--- src/verilog/dma_wr_pkg.sv ---
// single hclk domain; 16-bit words, 8-qword FIFO, word count 0-based and 21 bits wide
package dma_wr_pkg;

    localparam int WORD_W     = 16;                 // realign granule
    localparam int DWORD_W    = 32;                 // input beat
    localparam int QWORD_W    = 64;                 // output beat
    localparam int LANES      = QWORD_W / WORD_W;   // words per qword
    localparam int NUM_BANKS  = QWORD_W / DWORD_W;  // even and odd dword banks
    localparam int FIFO_ABITS = 3;                  // qword row index bits
    localparam int FIFO_DEPTH = 1 << FIFO_ABITS;    // rows per bank
    localparam int WCNT_BITS  = 21;                 // transfer word count

    typedef logic [WORD_W-1:0]    word_t;
    typedef logic [DWORD_W-1:0]   dword_t;
    typedef logic [QWORD_W-1:0]   qword_t;
    typedef logic [LANES-1:0]     wstb_t;           // one strobe per word lane
    typedef logic [WCNT_BITS-1:0] wcnt_t;
    typedef logic [1:0]           lane_t;           // lane or word offset
    typedef logic [FIFO_ABITS-1:0] qidx_t;          // bank row
    typedef logic [FIFO_ABITS:0]  qptr_t;           // row plus wrap bit

    // candidate word for a lane
    // held words 1..3 sit at 0..2 and head qword words 0..3 at 3..6
    typedef logic [2:0] lane_sel_t;

    typedef enum logic {
        ST_IDLE,                                    // waiting for start
        ST_RUN                                      // emitting qwords
    } realign_state_e;

endpackage
--- src/verilog/dma_wr_realign_top.sv ---
// single clock; no flush of a trailing odd word, so a partial qword waits for more input
module dma_wr_realign_top (
    input  logic               hclk,
    input  logic               rst_n,
    input  logic               init,        // empty FIFO and restart stream
    input  logic               start,       // honoured while idle
    input  dma_wr_pkg::wcnt_t  wcnt,        // words minus one
    input  dma_wr_pkg::lane_t  woffs,       // first lane
    input  dma_wr_pkg::dword_t din,
    input  logic               din_avail,
    output logic               din_rdy,
    input  logic               dout_av,
    output dma_wr_pkg::qword_t dout,
    output dma_wr_pkg::wstb_t  dout_wstb,
    output logic               dout_we,
    output logic               done
);
    import dma_wr_pkg::*;

    logic [NUM_BANKS-1:0]   bank_we;
    qidx_t                  wr_idx;
    dword_t                 wr_data;
    qptr_t                  wr_qptr;
    qptr_t                  rd_qptr;
    qidx_t                  rd_idx;
    dword_t [NUM_BANKS-1:0] bank_rdata;  // together the head qword
    lane_sel_t [LANES-1:0]  lane_sel;
    wstb_t                  lane_en;
    logic                   step;
    logic                   fifo_rd;

    dword_fifo_wr fifo_wr_i (
        .hclk      (hclk),
        .rst_n     (rst_n),
        .init      (init),
        .din       (din),
        .din_avail (din_avail),
        .din_rdy   (din_rdy),
        .rd_qptr   (rd_qptr),
        .wr_qptr   (wr_qptr),
        .bank_we   (bank_we),
        .wr_idx    (wr_idx),
        .wr_data   (wr_data)
    );

    // bank 0 takes even dwords and bank 1 odd ones
    for (genvar k = 0; k < NUM_BANKS; k++) begin : g_bank
        dword_bank bank_i (
            .hclk    (hclk),
            .we      (bank_we[k]),
            .wr_idx  (wr_idx),
            .wr_data (wr_data),
            .rd_idx  (rd_idx),
            .rd_data (bank_rdata[k])
        );
    end

    realign_ctrl ctrl_i (
        .hclk     (hclk),
        .rst_n    (rst_n),
        .init     (init),
        .start    (start),
        .wcnt     (wcnt),
        .woffs    (woffs),
        .dout_av  (dout_av),
        .wr_qptr  (wr_qptr),
        .rd_qptr  (rd_qptr),
        .rd_idx   (rd_idx),
        .lane_sel (lane_sel),
        .lane_en  (lane_en),
        .step     (step),
        .fifo_rd  (fifo_rd),
        .done     (done)
    );

    qword_pack pack_i (
        .hclk       (hclk),
        .rst_n      (rst_n),
        .init       (init),
        .bank_rdata (bank_rdata),
        .lane_sel   (lane_sel),
        .lane_en    (lane_en),
        .step       (step),
        .fifo_rd    (fifo_rd),
        .dout       (dout),
        .dout_wstb  (dout_wstb),
        .dout_we    (dout_we)
    );

endmodule

--- src/verilog/qword_pack.sv ---
// one register stage after step; dout and dout_wstb hold their value while dout_we is low
module qword_pack (
    input  logic                                          hclk,
    input  logic                                          rst_n,
    input  logic                                          init,
    input  dma_wr_pkg::dword_t [dma_wr_pkg::NUM_BANKS-1:0] bank_rdata,  // head qword
    input  dma_wr_pkg::lane_sel_t [dma_wr_pkg::LANES-1:0] lane_sel,
    input  dma_wr_pkg::wstb_t                             lane_en,
    input  logic                                          step,
    input  logic                                          fifo_rd,
    output dma_wr_pkg::qword_t                            dout,
    output dma_wr_pkg::wstb_t                             dout_wstb,
    output logic                                          dout_we
);
    import dma_wr_pkg::*;

    word_t [LANES-1:0]   head;        // word 0 is the even dword low half
    word_t [LANES-2:0]   prev;        // words 1..3 of the last popped qword
    word_t [2*LANES-2:0] cand;        // held words then head words
    word_t [LANES-1:0]   lane_word;   // selected word per lane

    assign head = bank_rdata;
    assign cand = {head, prev};

    always_comb begin
        for (int i = 0; i < LANES; i++) begin
            lane_word[i] = cand[lane_sel[i]];
        end
    end

    // keep the tail of the qword being popped
    always_ff @(posedge hclk) begin
        if (fifo_rd) begin
            prev <= head[LANES-1:1];
        end
    end

    always_ff @(posedge hclk) begin
        if (step) begin
            dout      <= lane_word;
            dout_wstb <= lane_en;     // strobes follow the step table
        end
    end

    always_ff @(posedge hclk) begin
        if (!rst_n || init) begin
            dout_we <= 1'b0;
        end else begin
            dout_we <= step;          // low when no step was taken
        end
    end

endmodule

--- src/verilog/realign_ctrl.sv ---
// start is taken only in ST_IDLE; a step that needs head words waits for a complete qword
module realign_ctrl (
    input  logic                                          hclk,
    input  logic                                          rst_n,
    input  logic                                          init,      // restart the stream
    input  logic                                          start,     // transfer request
    input  dma_wr_pkg::wcnt_t                             wcnt,      // words minus one
    input  dma_wr_pkg::lane_t                             woffs,     // first output lane
    input  logic                                          dout_av,   // sink has room
    input  dma_wr_pkg::qptr_t                             wr_qptr,
    output dma_wr_pkg::qptr_t                             rd_qptr,
    output dma_wr_pkg::qidx_t                             rd_idx,    // head row
    output dma_wr_pkg::lane_sel_t [dma_wr_pkg::LANES-1:0] lane_sel,
    output dma_wr_pkg::wstb_t                             lane_en,   // lanes written
    output logic                                          step,      // emit one qword
    output logic                                          fifo_rd,   // pop the head qword
    output logic                                          done       // with last dout_we
);
    import dma_wr_pkg::*;

    realign_state_e state;
    lane_t          wp;          // output lane of the next word
    lane_t          fp;          // next stream word in candidate space
    wcnt_t          left;        // words remaining minus one
    logic [2:0]     left_cap;    // remaining words up to 4
    logic [2:0]     room;        // lanes from wp to the top
    logic [2:0]     nwords;      // words moved by this step
    logic [2:0]     fp_sum;      // fp plus words moved
    logic           need_rd;     // step reaches into the head qword
    logic           qword_av;    // a complete qword waits
    logic           last;        // step empties the count

    // step table over wp, fp and words left
    always_comb begin
        left_cap = (left > wcnt_t'(LANES - 1)) ? 3'(LANES) : 3'(left[1:0]) + 3'd1;
        room     = 3'(LANES) - {1'b0, wp};
        nwords   = (left_cap < room) ? left_cap : room;
        fp_sum   = {1'b0, fp} + nwords;
        need_rd  = fp_sum[2];                    // crossed into the next qword
        for (int i = 0; i < LANES; i++) begin
            if (3'(i) >= {1'b0, wp}) begin
                lane_sel[i] = {1'b0, fp} + 3'(i) - {1'b0, wp};   // words in lane order
            end else begin
                lane_sel[i] = '0;                // lane below the start offset
            end
            lane_en[i] = (3'(i) >= {1'b0, wp}) && (3'(i) < {1'b0, wp} + nwords);
        end
    end

    assign qword_av = (wr_qptr != rd_qptr);
    assign last     = (left == wcnt_t'(nwords - 3'd1));
    assign step     = (state == ST_RUN) && dout_av && (!need_rd || qword_av);
    assign fifo_rd  = step && need_rd;
    assign rd_idx   = rd_qptr[FIFO_ABITS-1:0];

    always_ff @(posedge hclk) begin
        if (!rst_n || init) begin
            state   <= ST_IDLE;
            wp      <= '0;
            fp      <= lane_t'(LANES - 1);       // next word is head word 0
            left    <= '0;
            rd_qptr <= '0;
            done    <= 1'b0;
        end else begin
            done <= step && last;                // lines up with the packer output
            case (state)
                ST_IDLE: begin
                    if (start) begin
                        state <= ST_RUN;
                        wp    <= woffs;
                        left  <= wcnt;
                    end
                end
                ST_RUN: begin
                    if (step) begin
                        wp   <= '0;              // later qwords start at lane 0
                        fp   <= fp_sum[1:0];
                        left <= left - wcnt_t'(nwords);
                        if (last) begin
                            state <= ST_IDLE;    // leftover words stay queued
                        end
                    end
                end
                default: state <= ST_IDLE;
            endcase
            if (fifo_rd) begin
                rd_qptr <= rd_qptr + 1'b1;       // frees one row in each bank
            end
        end
    end

endmodule

--- src/verilog/dword_fifo_wr.sv ---
// accepts while not full; space comes back one whole qword at a time as rd_qptr advances
module dword_fifo_wr (
    input  logic                             hclk,
    input  logic                             rst_n,
    input  logic                             init,       // empties the FIFO
    input  dma_wr_pkg::dword_t               din,
    input  logic                             din_avail,
    output logic                             din_rdy,    // FIFO not full
    input  dma_wr_pkg::qptr_t                rd_qptr,    // from the realign side
    output dma_wr_pkg::qptr_t                wr_qptr,    // complete qwords written
    output logic [dma_wr_pkg::NUM_BANKS-1:0] bank_we,
    output dma_wr_pkg::qidx_t                wr_idx,
    output dma_wr_pkg::dword_t               wr_data
);
    import dma_wr_pkg::*;

    logic [FIFO_ABITS+1:0] wptr;        // dword pointer with wrap bit
    qptr_t                 used;        // qwords held against the reader
    logic                  full;
    logic                  accept;      // dword taken this cycle

    assign wr_qptr = wptr[FIFO_ABITS+1:1];
    assign wr_idx  = wptr[FIFO_ABITS:1];   // same row for both banks
    assign wr_data = din;
    assign used    = wr_qptr - rd_qptr;
    assign full    = (used == qptr_t'(FIFO_DEPTH));   // 16 dwords outstanding
    assign din_rdy = !full;
    assign accept  = din_avail && din_rdy;

    // low pointer bit selects the bank
    always_comb begin
        for (int k = 0; k < NUM_BANKS; k++) begin
            bank_we[k] = accept && (wptr[0] == 1'(k));
        end
    end

    always_ff @(posedge hclk) begin
        if (!rst_n || init) begin
            wptr <= '0;
        end else if (accept) begin
            wptr <= wptr + 1'b1;              // write and advance on the same edge
        end
    end

endmodule

--- src/verilog/dword_bank.sv ---
// storage only with no reset; read is combinational so data follows rd_idx in the same cycle
module dword_bank (
    input  logic               hclk,
    input  logic               we,       // write this bank
    input  dma_wr_pkg::qidx_t  wr_idx,   // row to write
    input  dma_wr_pkg::dword_t wr_data,
    input  dma_wr_pkg::qidx_t  rd_idx,   // head row
    output dma_wr_pkg::dword_t rd_data   // async read
);
    import dma_wr_pkg::*;

    dword_t mem [FIFO_DEPTH];            // one dword per qword row

    always_ff @(posedge hclk) begin
        if (we) begin
            mem[wr_idx] <= wr_data;
        end
    end

    assign rd_data = mem[rd_idx];        // no output register

endmodule

--- config.mk ---
export PLATFORM = sky130hd
export DESIGN_NAME = dma_wr_realign_top
export DESIGN_NICKNAME = d
export VERILOG_FILES = /design/src/verilog/dma_wr_pkg.sv /design/src/verilog/dma_wr_realign_top.sv /design/src/verilog/qword_pack.sv /design/src/verilog/realign_ctrl.sv /design/src/verilog/dword_fifo_wr.sv /design/src/verilog/dword_bank.sv
export SDC_FILE = /design/constraint.sdc
export NUM_CORES = 1
export LEC_CHECK = 0
export ABC_AREA = 0
export BUFFER_PORTS_ARGS = -buffer_cell sky130_fd_sc_hd__clkbuf_2
export CAP_MARGIN = 40
export CORE_ASPECT_RATIO = 1.1
export CORE_UTILIZATION = 47
export CTS_CLUSTER_SIZE = 16
export DETAILED_ROUTE_END_ITERATION = 6
export SETUP_SLACK_MARGIN = 0.5
export SYNTH_ARGS = -nofsm -noshare
export SYNTH_HDL_FRONTEND = slang
export SYNTH_SLANG_ARGS = --single-unit
export TNS_END_PERCENT = 20
--- constraint.sdc ---
create_clock -name hclk -period 9.3 [get_ports hclk]
set_clock_uncertainty 0.2 [all_clocks]
set_input_delay 0.465 -clock hclk [delete_from_list [all_inputs] [get_ports hclk]]
set_output_delay 0.465 -clock hclk [all_outputs]
set_load 0.05 [all_outputs]
# Word level (Yosys, flattened, before mapping)
# Memory sizes are Yosys's and may differ from the RTL's. A register that Yosys moved wholly into a read port is not among the register bits.
# Index checks and enable logic that the tools add are counted.
[op_classes] n_mux=31 n_bitwise=2 n_reduce_logical=17 addsub=16 n_eq_ne=5 n_lt_le_gt_ge=13
[ops] operator="$bmux W16 S3" n=4
[ops] operator="$mux W16" n=4
[ops] operator="$mux W21" n=2
[ops] operator="$pmux W21 S2" n=1
[ops] operator="$mux W3" n=9
[ops] operator="$eq A21 B21 Y1" n=1
[ops] operator="$gt A21 B2 Y1 const B" n=1
[ops] operator="$sub A21 B3 Y21" n=1
[ops] operator="$lt A3 B4 Y1 const B" n=4
[ops] operator="$logic_and A1 B1 Y1" n=10
[ops] operator="$sub A3 B2 Y3" n=3
[ops] operator="$mux W1" n=7
[ops] operator="$add A2 B1 Y3 const B" n=2
[ops] operator="$add A2 B2 Y3 const B" n=2
[ops] operator="$add A2 B3 Y3" n=2
[ops] operator="$lt A1 B3 Y1 const A" n=2
[ops] operator="$lt A2 B3 Y1 const A" n=2
[ops] operator="$add A5 B1 Y5 const B" n=1
[ops] operator="$add A4 B1 Y4 const B" n=1
[ops] operator="$eq A4 B4 Y1 const B" n=1
[ops] operator="$ge A1 B2 Y1 const A" n=2
[ops] operator="$mux W2" n=2
[ops] operator="$ne A4 B4 Y1" n=1
[ops] operator="$pmux W2 S2" n=1
[ops] operator="13 further kinds" n=18
[word_totals] regBits=153 output_inout_bits=71 in_bits=61 elab_cells=99 ram_bits=512 mem_count=2
[memory_table] name="g_bank[0].bank_i.mem" depth=8 word_bits=32 rd=1 rd_ports_with_merged_regs=1 write_ports=1 line_no="dword_bank.sv:12" source="dword_t mem [FIFO_DEPTH];"
[memory_table] name="g_bank[1].bank_i.mem" depth=8 word_bits=32 rd=1 rd_ports_with_merged_regs=1 write_ports=1 line_no="dword_bank.sv:12"

# Depth between registers and ports, before layout
[logic_depth] ltp_word=11 depth_mapped=17 mapped_depth_nobuf=16

# Hierarchy
# A second synthesis with hierarchy kept.
[hier_totals] hier_cells=1724 area_unflattened_um2=30345.4
[by_module_without_submodules] mod="dword_bank" area_per_inst_um2=9825.7 n_inst=2 seq_area_each_um2=7687.4 cells_each=383
[by_module_without_submodules] mod="qword_pack" area_per_inst_um2=7547.2 n_inst=1 seq_area_each_um2=3503.4 cells_each=545
[by_module_without_submodules] mod="realign_ctrl" area_per_inst_um2=2457.4 n_inst=1 seq_area_each_um2=620.6 cells_each=324
[by_module_without_submodules] mod="dword_fifo_wr" area_per_inst_um2=689.4 n_inst=1 seq_area_each_um2=100.1 cells_each=89

# Worst setup path before layout
# Ideal clock, no wire load.
[synth_path] path_type="register to register" start="register ctrl_i.left[17]" end="register ctrl_i.rd_qptr[3]" t_arrival_ps=6966 stages_incl_launch_ff=17 setup_slack_ps=2007 setup_ps=128 synth_period_minus_slack_ps=7293 cell_sequence="dfxtp_1 > or3_1 > or4_4 > or4_2 > ha_1 > a21oi_1 > o21ai_0 > o32a_1 > o41ai_2 > inv_1 > fa_1 > xor2_1 > o311ai_2 > nor2_1 > nand4_1 > xor2_1 > nor2_1"
[synth_between] elab_chain_len=9
[synth_lines] element="from (decl)" line_no="realign_ctrl.sv:24" source="wcnt_t left;"
[synth_lines] element="from (signal assigned)" line_no="realign_ctrl.sv:71" source="left <= wcnt;"
[synth_lines] element="from (signal assigned)" line_no="realign_ctrl.sv:78" source="left <= left - wcnt_t'(nwords);"
[synth_lines] element="$gt A21 B2 Y1 *" line_no="realign_ctrl.sv:35" source="left_cap = (left > wcnt_t'(LANES - 1)) ? 3'(LANES) : 3'(left[1:0]) + 3'd1;"
[synth_lines] element="$mux W3 *" line_no="realign_ctrl.sv:35"
[synth_lines] element="$lt A3 B3 Y1" line_no="realign_ctrl.sv:37" source="nwords = (left_cap < room) ? left_cap : room;"
[synth_lines] element="$mux W3 *" line_no="realign_ctrl.sv:37"
[synth_lines] element="$add A2 B3 Y3 *" line_no="realign_ctrl.sv:38" source="fp_sum = {1'b0, fp} + nwords;"
[synth_lines] element="$logic_not A1 Y1" line_no="realign_ctrl.sv:52" source="assign step = (state == ST_RUN) && dout_av && (!need_rd || qword_av);"
[synth_lines] element="$logic_or A1 B1 Y1" line_no="realign_ctrl.sv:52"
[synth_lines] element="$logic_and A1 B1 Y1" line_no="realign_ctrl.sv:52"
[synth_lines] element="$logic_and A1 B1 Y1 *" line_no="realign_ctrl.sv:53" source="assign fifo_rd = step && need_rd;"
[synth_lines] element="net ctrl_i.fifo_rd" line_no="realign_ctrl.sv:16" source="output logic fifo_rd,"
[synth_lines] element="to (signal assigned)" line_no="realign_ctrl.sv:87" source="rd_qptr <= rd_qptr + 1'b1;"
[synth_lines] element="to (decl)" line_no="realign_ctrl.sv:11" source="output dma_wr_pkg::qptr_t rd_qptr,"
# Mark *: on every way through the listed nets, which the timed path passes. The rest lies on a longest branch.
# A chain may end at the register's enable or synchronous reset.

==> impl.org <==
** Floorplanning
- Starting utilization of the core area :: around 48%
- The floorplan has 94 rows.
- From left edge to right edge, the die measures between 200 and 250 um.
- The floorplan step defined a die boundary enclosing ~0.062 mm2.
- The floorplan step defined a core boundary enclosing 0.0602 mm2.
- IO Count :: 132
- Vertical extent of the die :: about 260 um

** Cells and area
- Non-filler instance count after layout :: 2831
- Leaving out fill and tap cells, the most frequent cell in the layout is edfxtp_1.
- From synthesis to final layout, the design area changed by 14.0%.
- Of the cells placed in the final design, the portion with a size suffix greater than 1 is between 20% and 30%.
- Post-layout instance area :: between 0.03 and 0.04 mm2
- The top cell types in the final layout, fill and taps aside, are edfxtp_1, clkbuf_2, nor2_1.
- Number of nets at the end of the flow :: ~2100
- Finished Core Util :: 54.5%

** Logic synthesis
- After synthesis, the largest family of logic cells by area is multiplexers.
- The mapped netlist covers roughly 0.029 mm2.
- Gate Count Post-Synth :: about 1800
- Top_reg_cell synth :: edfxtp_1
- The synthesized netlist devotes approximately 4.9% of its cell area to simple gates.
- Sequential fraction of the synthesis area :: 68.3%
- Of the total synthesized cell area, the portion taken by full adders, half adders and majority gates is under 10%.
- Async S/R FF share, synth :: 0%
- Post-synthesis mux area share :: 13.1%
- Fraction of the mapped netlist area in compound gates :: under 10%
- Summed over its instances, the top area cell type makes up approximately 65% of the synthesized netlist area.
- Number of warnings printed during yosys synthesis :: 0
- Ranked by total cell area, the synthesized netlist is headed by edfxtp_1, mux4_2, mux2_2.
- Flip-flop and latch count after synthesis :: about 670
- Counting flops with a built-in enable in the synthesized netlist gives approximately 630.
- Synth Area in XOR/XNOR :: 0.517%
- Synth unique cells :: 65
- Avg Inst Size Synth :: 15.8 um2
- Cell accounting for the most synthesized area :: edfxtp_1
- The number of nets in the synthesized netlist is 1909.

** Timing
- The routed design could run at a clock period as short as around 6.7 ns.
- For the final routed database, the setup TNS stands at 0 ns.
- For the pin with the worst max-slew slack, the measured transition is 0.964 ns.
- Final Max Slew Viols :: 0
- Hold is met by 0.0250 ns.
- Headroom to the max-slew limit came out at a little over a third.
- Setup violations, final :: 0
- Post-route fraction of the period consumed by the critical path :: between 70% and 80%
- The count of final hold-check violations was 0.
- Setup repair after global routing left no endpoint under its margin.
- Timing would allow up to about 150 MHz.

** Power and ir drop
- Summed over all cells, the static leakage comes to 10.5 nW.
- Maximum ir drop on the vdd rail :: 0.137 mV
- For this design the ratio of total power to cell area is between 150 and 200 mW/mm2.

** Global route
- Overall fraction of global-route tracks in use :: approximately a quarter
- Global-route track usage on met3 :: ~4.4%
- In the global route stage, met2 resource usage came out at between 30% and 40%.
- Global routing used roughly a third of the available met1 tracks.
- Entering global routing, the biggest net connects around 110 pins.
- The number of antenna violations at the first check in global routing came to 4.
- Via count of the first global-routing pass :: 16900
- After global routing the overflow that remains totals 0.
- First-pass GRT wire length :: 111 mm
- Most utilized layer in the global route result :: met2

** Clock tree
- CTS placed an instance of clkbuf_16 at the clock tree root.
- Clock transition at the register clock pins on the worst setup and hold paths after CTS :: approximately 0.06 ns
- Hold Buf Count CTS :: 11
- CTS H-tree lvls :: 3
- Post-cts repair resize count :: 0
- Number of setup buffers added after CTS :: 0
- The later pin in the worst-skew pair is clocked with a latency of approximately 0.62 ns.
- Clock sink count :: approximately 670
- In this run the deepest clock path goes through 3 buffers.
- TritonCTS built the clock tree.
- Total clock buffers created by CTS :: around 70

** Worst setup path
- Beginning of the worst register-to-register path :: ctrl_i.left[11]
- For the worst setup path, the data arrival time is 6.98 ns.
- The critical path goes through nor4_1 > nand3_1 > or4_2 > ha_1 > a21oi_1 > o21ai_0 > o32a_1 > o41ai_2 > inv_1 > fa_1 > xor2_1 > o311ai_2 > nor2_4 > buf_4 > nand2_1 > a21oi_1.
- Worst setup EP type :: register
- By startpoint and endpoint, the worst setup path is classified as register to register.
- The largest single stage delay on the critical path is between 0.7 and 0.8 ns.
- Worst Setup SP :: ctrl_i.left[11]
- CP max stage cell :: or4_2
- Buffering stage count on the worst path with inverters included :: 2
- Of all nets on the critical path, the largest fanout is 34.
- Launching element type of the critical path :: register
- Gate family responsible for the most delay along the worst path :: simple AND/OR/NAND/NOR gates
- At the worst endpoint, the required time is between 9 and 10 ns.
- Most frequent cell on the critical path :: a21oi_1

** Route
- For this run, design rule violations remaining after detail routing come to 0.
- Initial DRT Pass Iterations :: 7
- In the routed layout, each cell is associated on average with a via count of 6.14.
- For this block, the via count after detailed routing is ~17000.
- In the final routed layout, each cell accounts on average for around 27 um.
- The count of nets left with antenna violations once routing finished came out at 0.
- In this run, the number of DRC markers left after iteration 0 of detailed routing was approximately 2000.
- Total wirelength of the detailed-routed design :: about 75 mm

** Placed design
- Number of placed instances, taps included :: 2696
- Port buffer count :: ~130
- Hpwl dp :: between 40 and 50 mm
- Post-DP Area :: 0.0306 mm2
- Placer Congestion :: between 0.8 and 0.9

** Min path
- Hold path startpoint :: wcnt[6]
- The min-delay analysis places its worst path in the category input port to register.

** Job
- Max-cap violations in this run came to 0.

** Status
- Result of the run :: finished, final reports clean
path summary, 6_finish.rpt:
kind | cells after the start | to | slack, ns
setup / recovery | 16 | register | 2.63
setup reg to reg | 16 | register | 2.63
hold reg to reg | 2 | ctrl_i.left[2] | 0.32
hold / removal | 3 | ctrl_i.left[6] | 0.03
kinds of logic (layout without fill, tap and decap cells):
logic type      Yosys count  in the layout
flops                   668            668
compound gates          430            430
simple gates            305            305
mux                     227            227
buf+inv                 145            339
fa+ha+maj                28             28
xor+xnor                 17             17
other cells               0              1
cell usage after synthesis, types with 8 or more instances:
library cell / n
nand2b_1: 26
a22oi_1: 50
inv_1: 24
o21ai_0: 93
o22ai_1: 53
o21a_1: 20
ha_1: 23
edfxtp_1: 628
mux4_2: 112
nor3_1: 13
dfxtp_1: 40
clkbuf_1: 87
mux2_2: 80
buf_2: 18
mux2i_1: 35
nor2_1: 145
a21oi_1: 60
buf_1: 10
o21ai_1: 24
nand2_1: 60
nor4_1: 8
o21bai_1: 17
a32oi_1: 32
nand3_1: 13
a31oi_1: 17
a22o_1: 16
a221oi_1: 16
a211oi_1: 9
xor2_1: 10
power by group:
group | total [W] | switching [W] | leakage, nW | internal, W
combinational | 0.000529 | 0.000361 | 3.45 | 0.000168
sequential | 0.00336 | 0.0000197 | 6.00 | 0.00334
clock | 0.00261 | 0.00112 | 1.02 | 0.00148
total | 0.00649 | 0.00150 | 10.5 | 0.00499
layer usage:
layer,share of wire (%),vias to the layer above
li1,-,7622
met1,42,8872
met2,48,758
met3,7.5,115
met4,2.4,6
met5,0.057,-
worst min-delay path, cell delays in order:
cell and delay [ns]:
clkbuf_2 0.08, o22ai_1 0.14, a211oi_1 0.09
per-stage QoR:
stage,setup WS (ns),power [W]
global route,2.23,0.00669
CTS,2.70,0.00653
floorplan,2.01,0.00374
global placement,2.64,0.00392
finish,2.63,0.00649
detailed placement,2.71,0.00394
final cells by class:
class / instances / area (um2)
clock inverters: 33 / 228
flip-flops and latches: 668 / 19700
repair buffers: 192 / 1240
inverters: 24 / 90.1
clock buffers: 90 / 1880
multi-input cells: 1007 / 8700
diodes: 1 / 2.50
fillers: 4764 / 27400
well taps: 816 / 1020
state kept, by name, summed over array words and instances (netlist names), named ones only:
signal,count
pack_i.dout,64
ctrl_i.fp,2
pack_i.dout_we,1
ctrl_i.rd_qptr,4
g_bank.bank_i.mem,512
pack_i.dout_wstb,4
ctrl_i.done,1
ctrl_i.wp,2
pack_i.cand,48
ctrl_i.state,1
fifo_wr_i.wptr,5
ctrl_i.left,21
(Power assumes the default switching activity.)
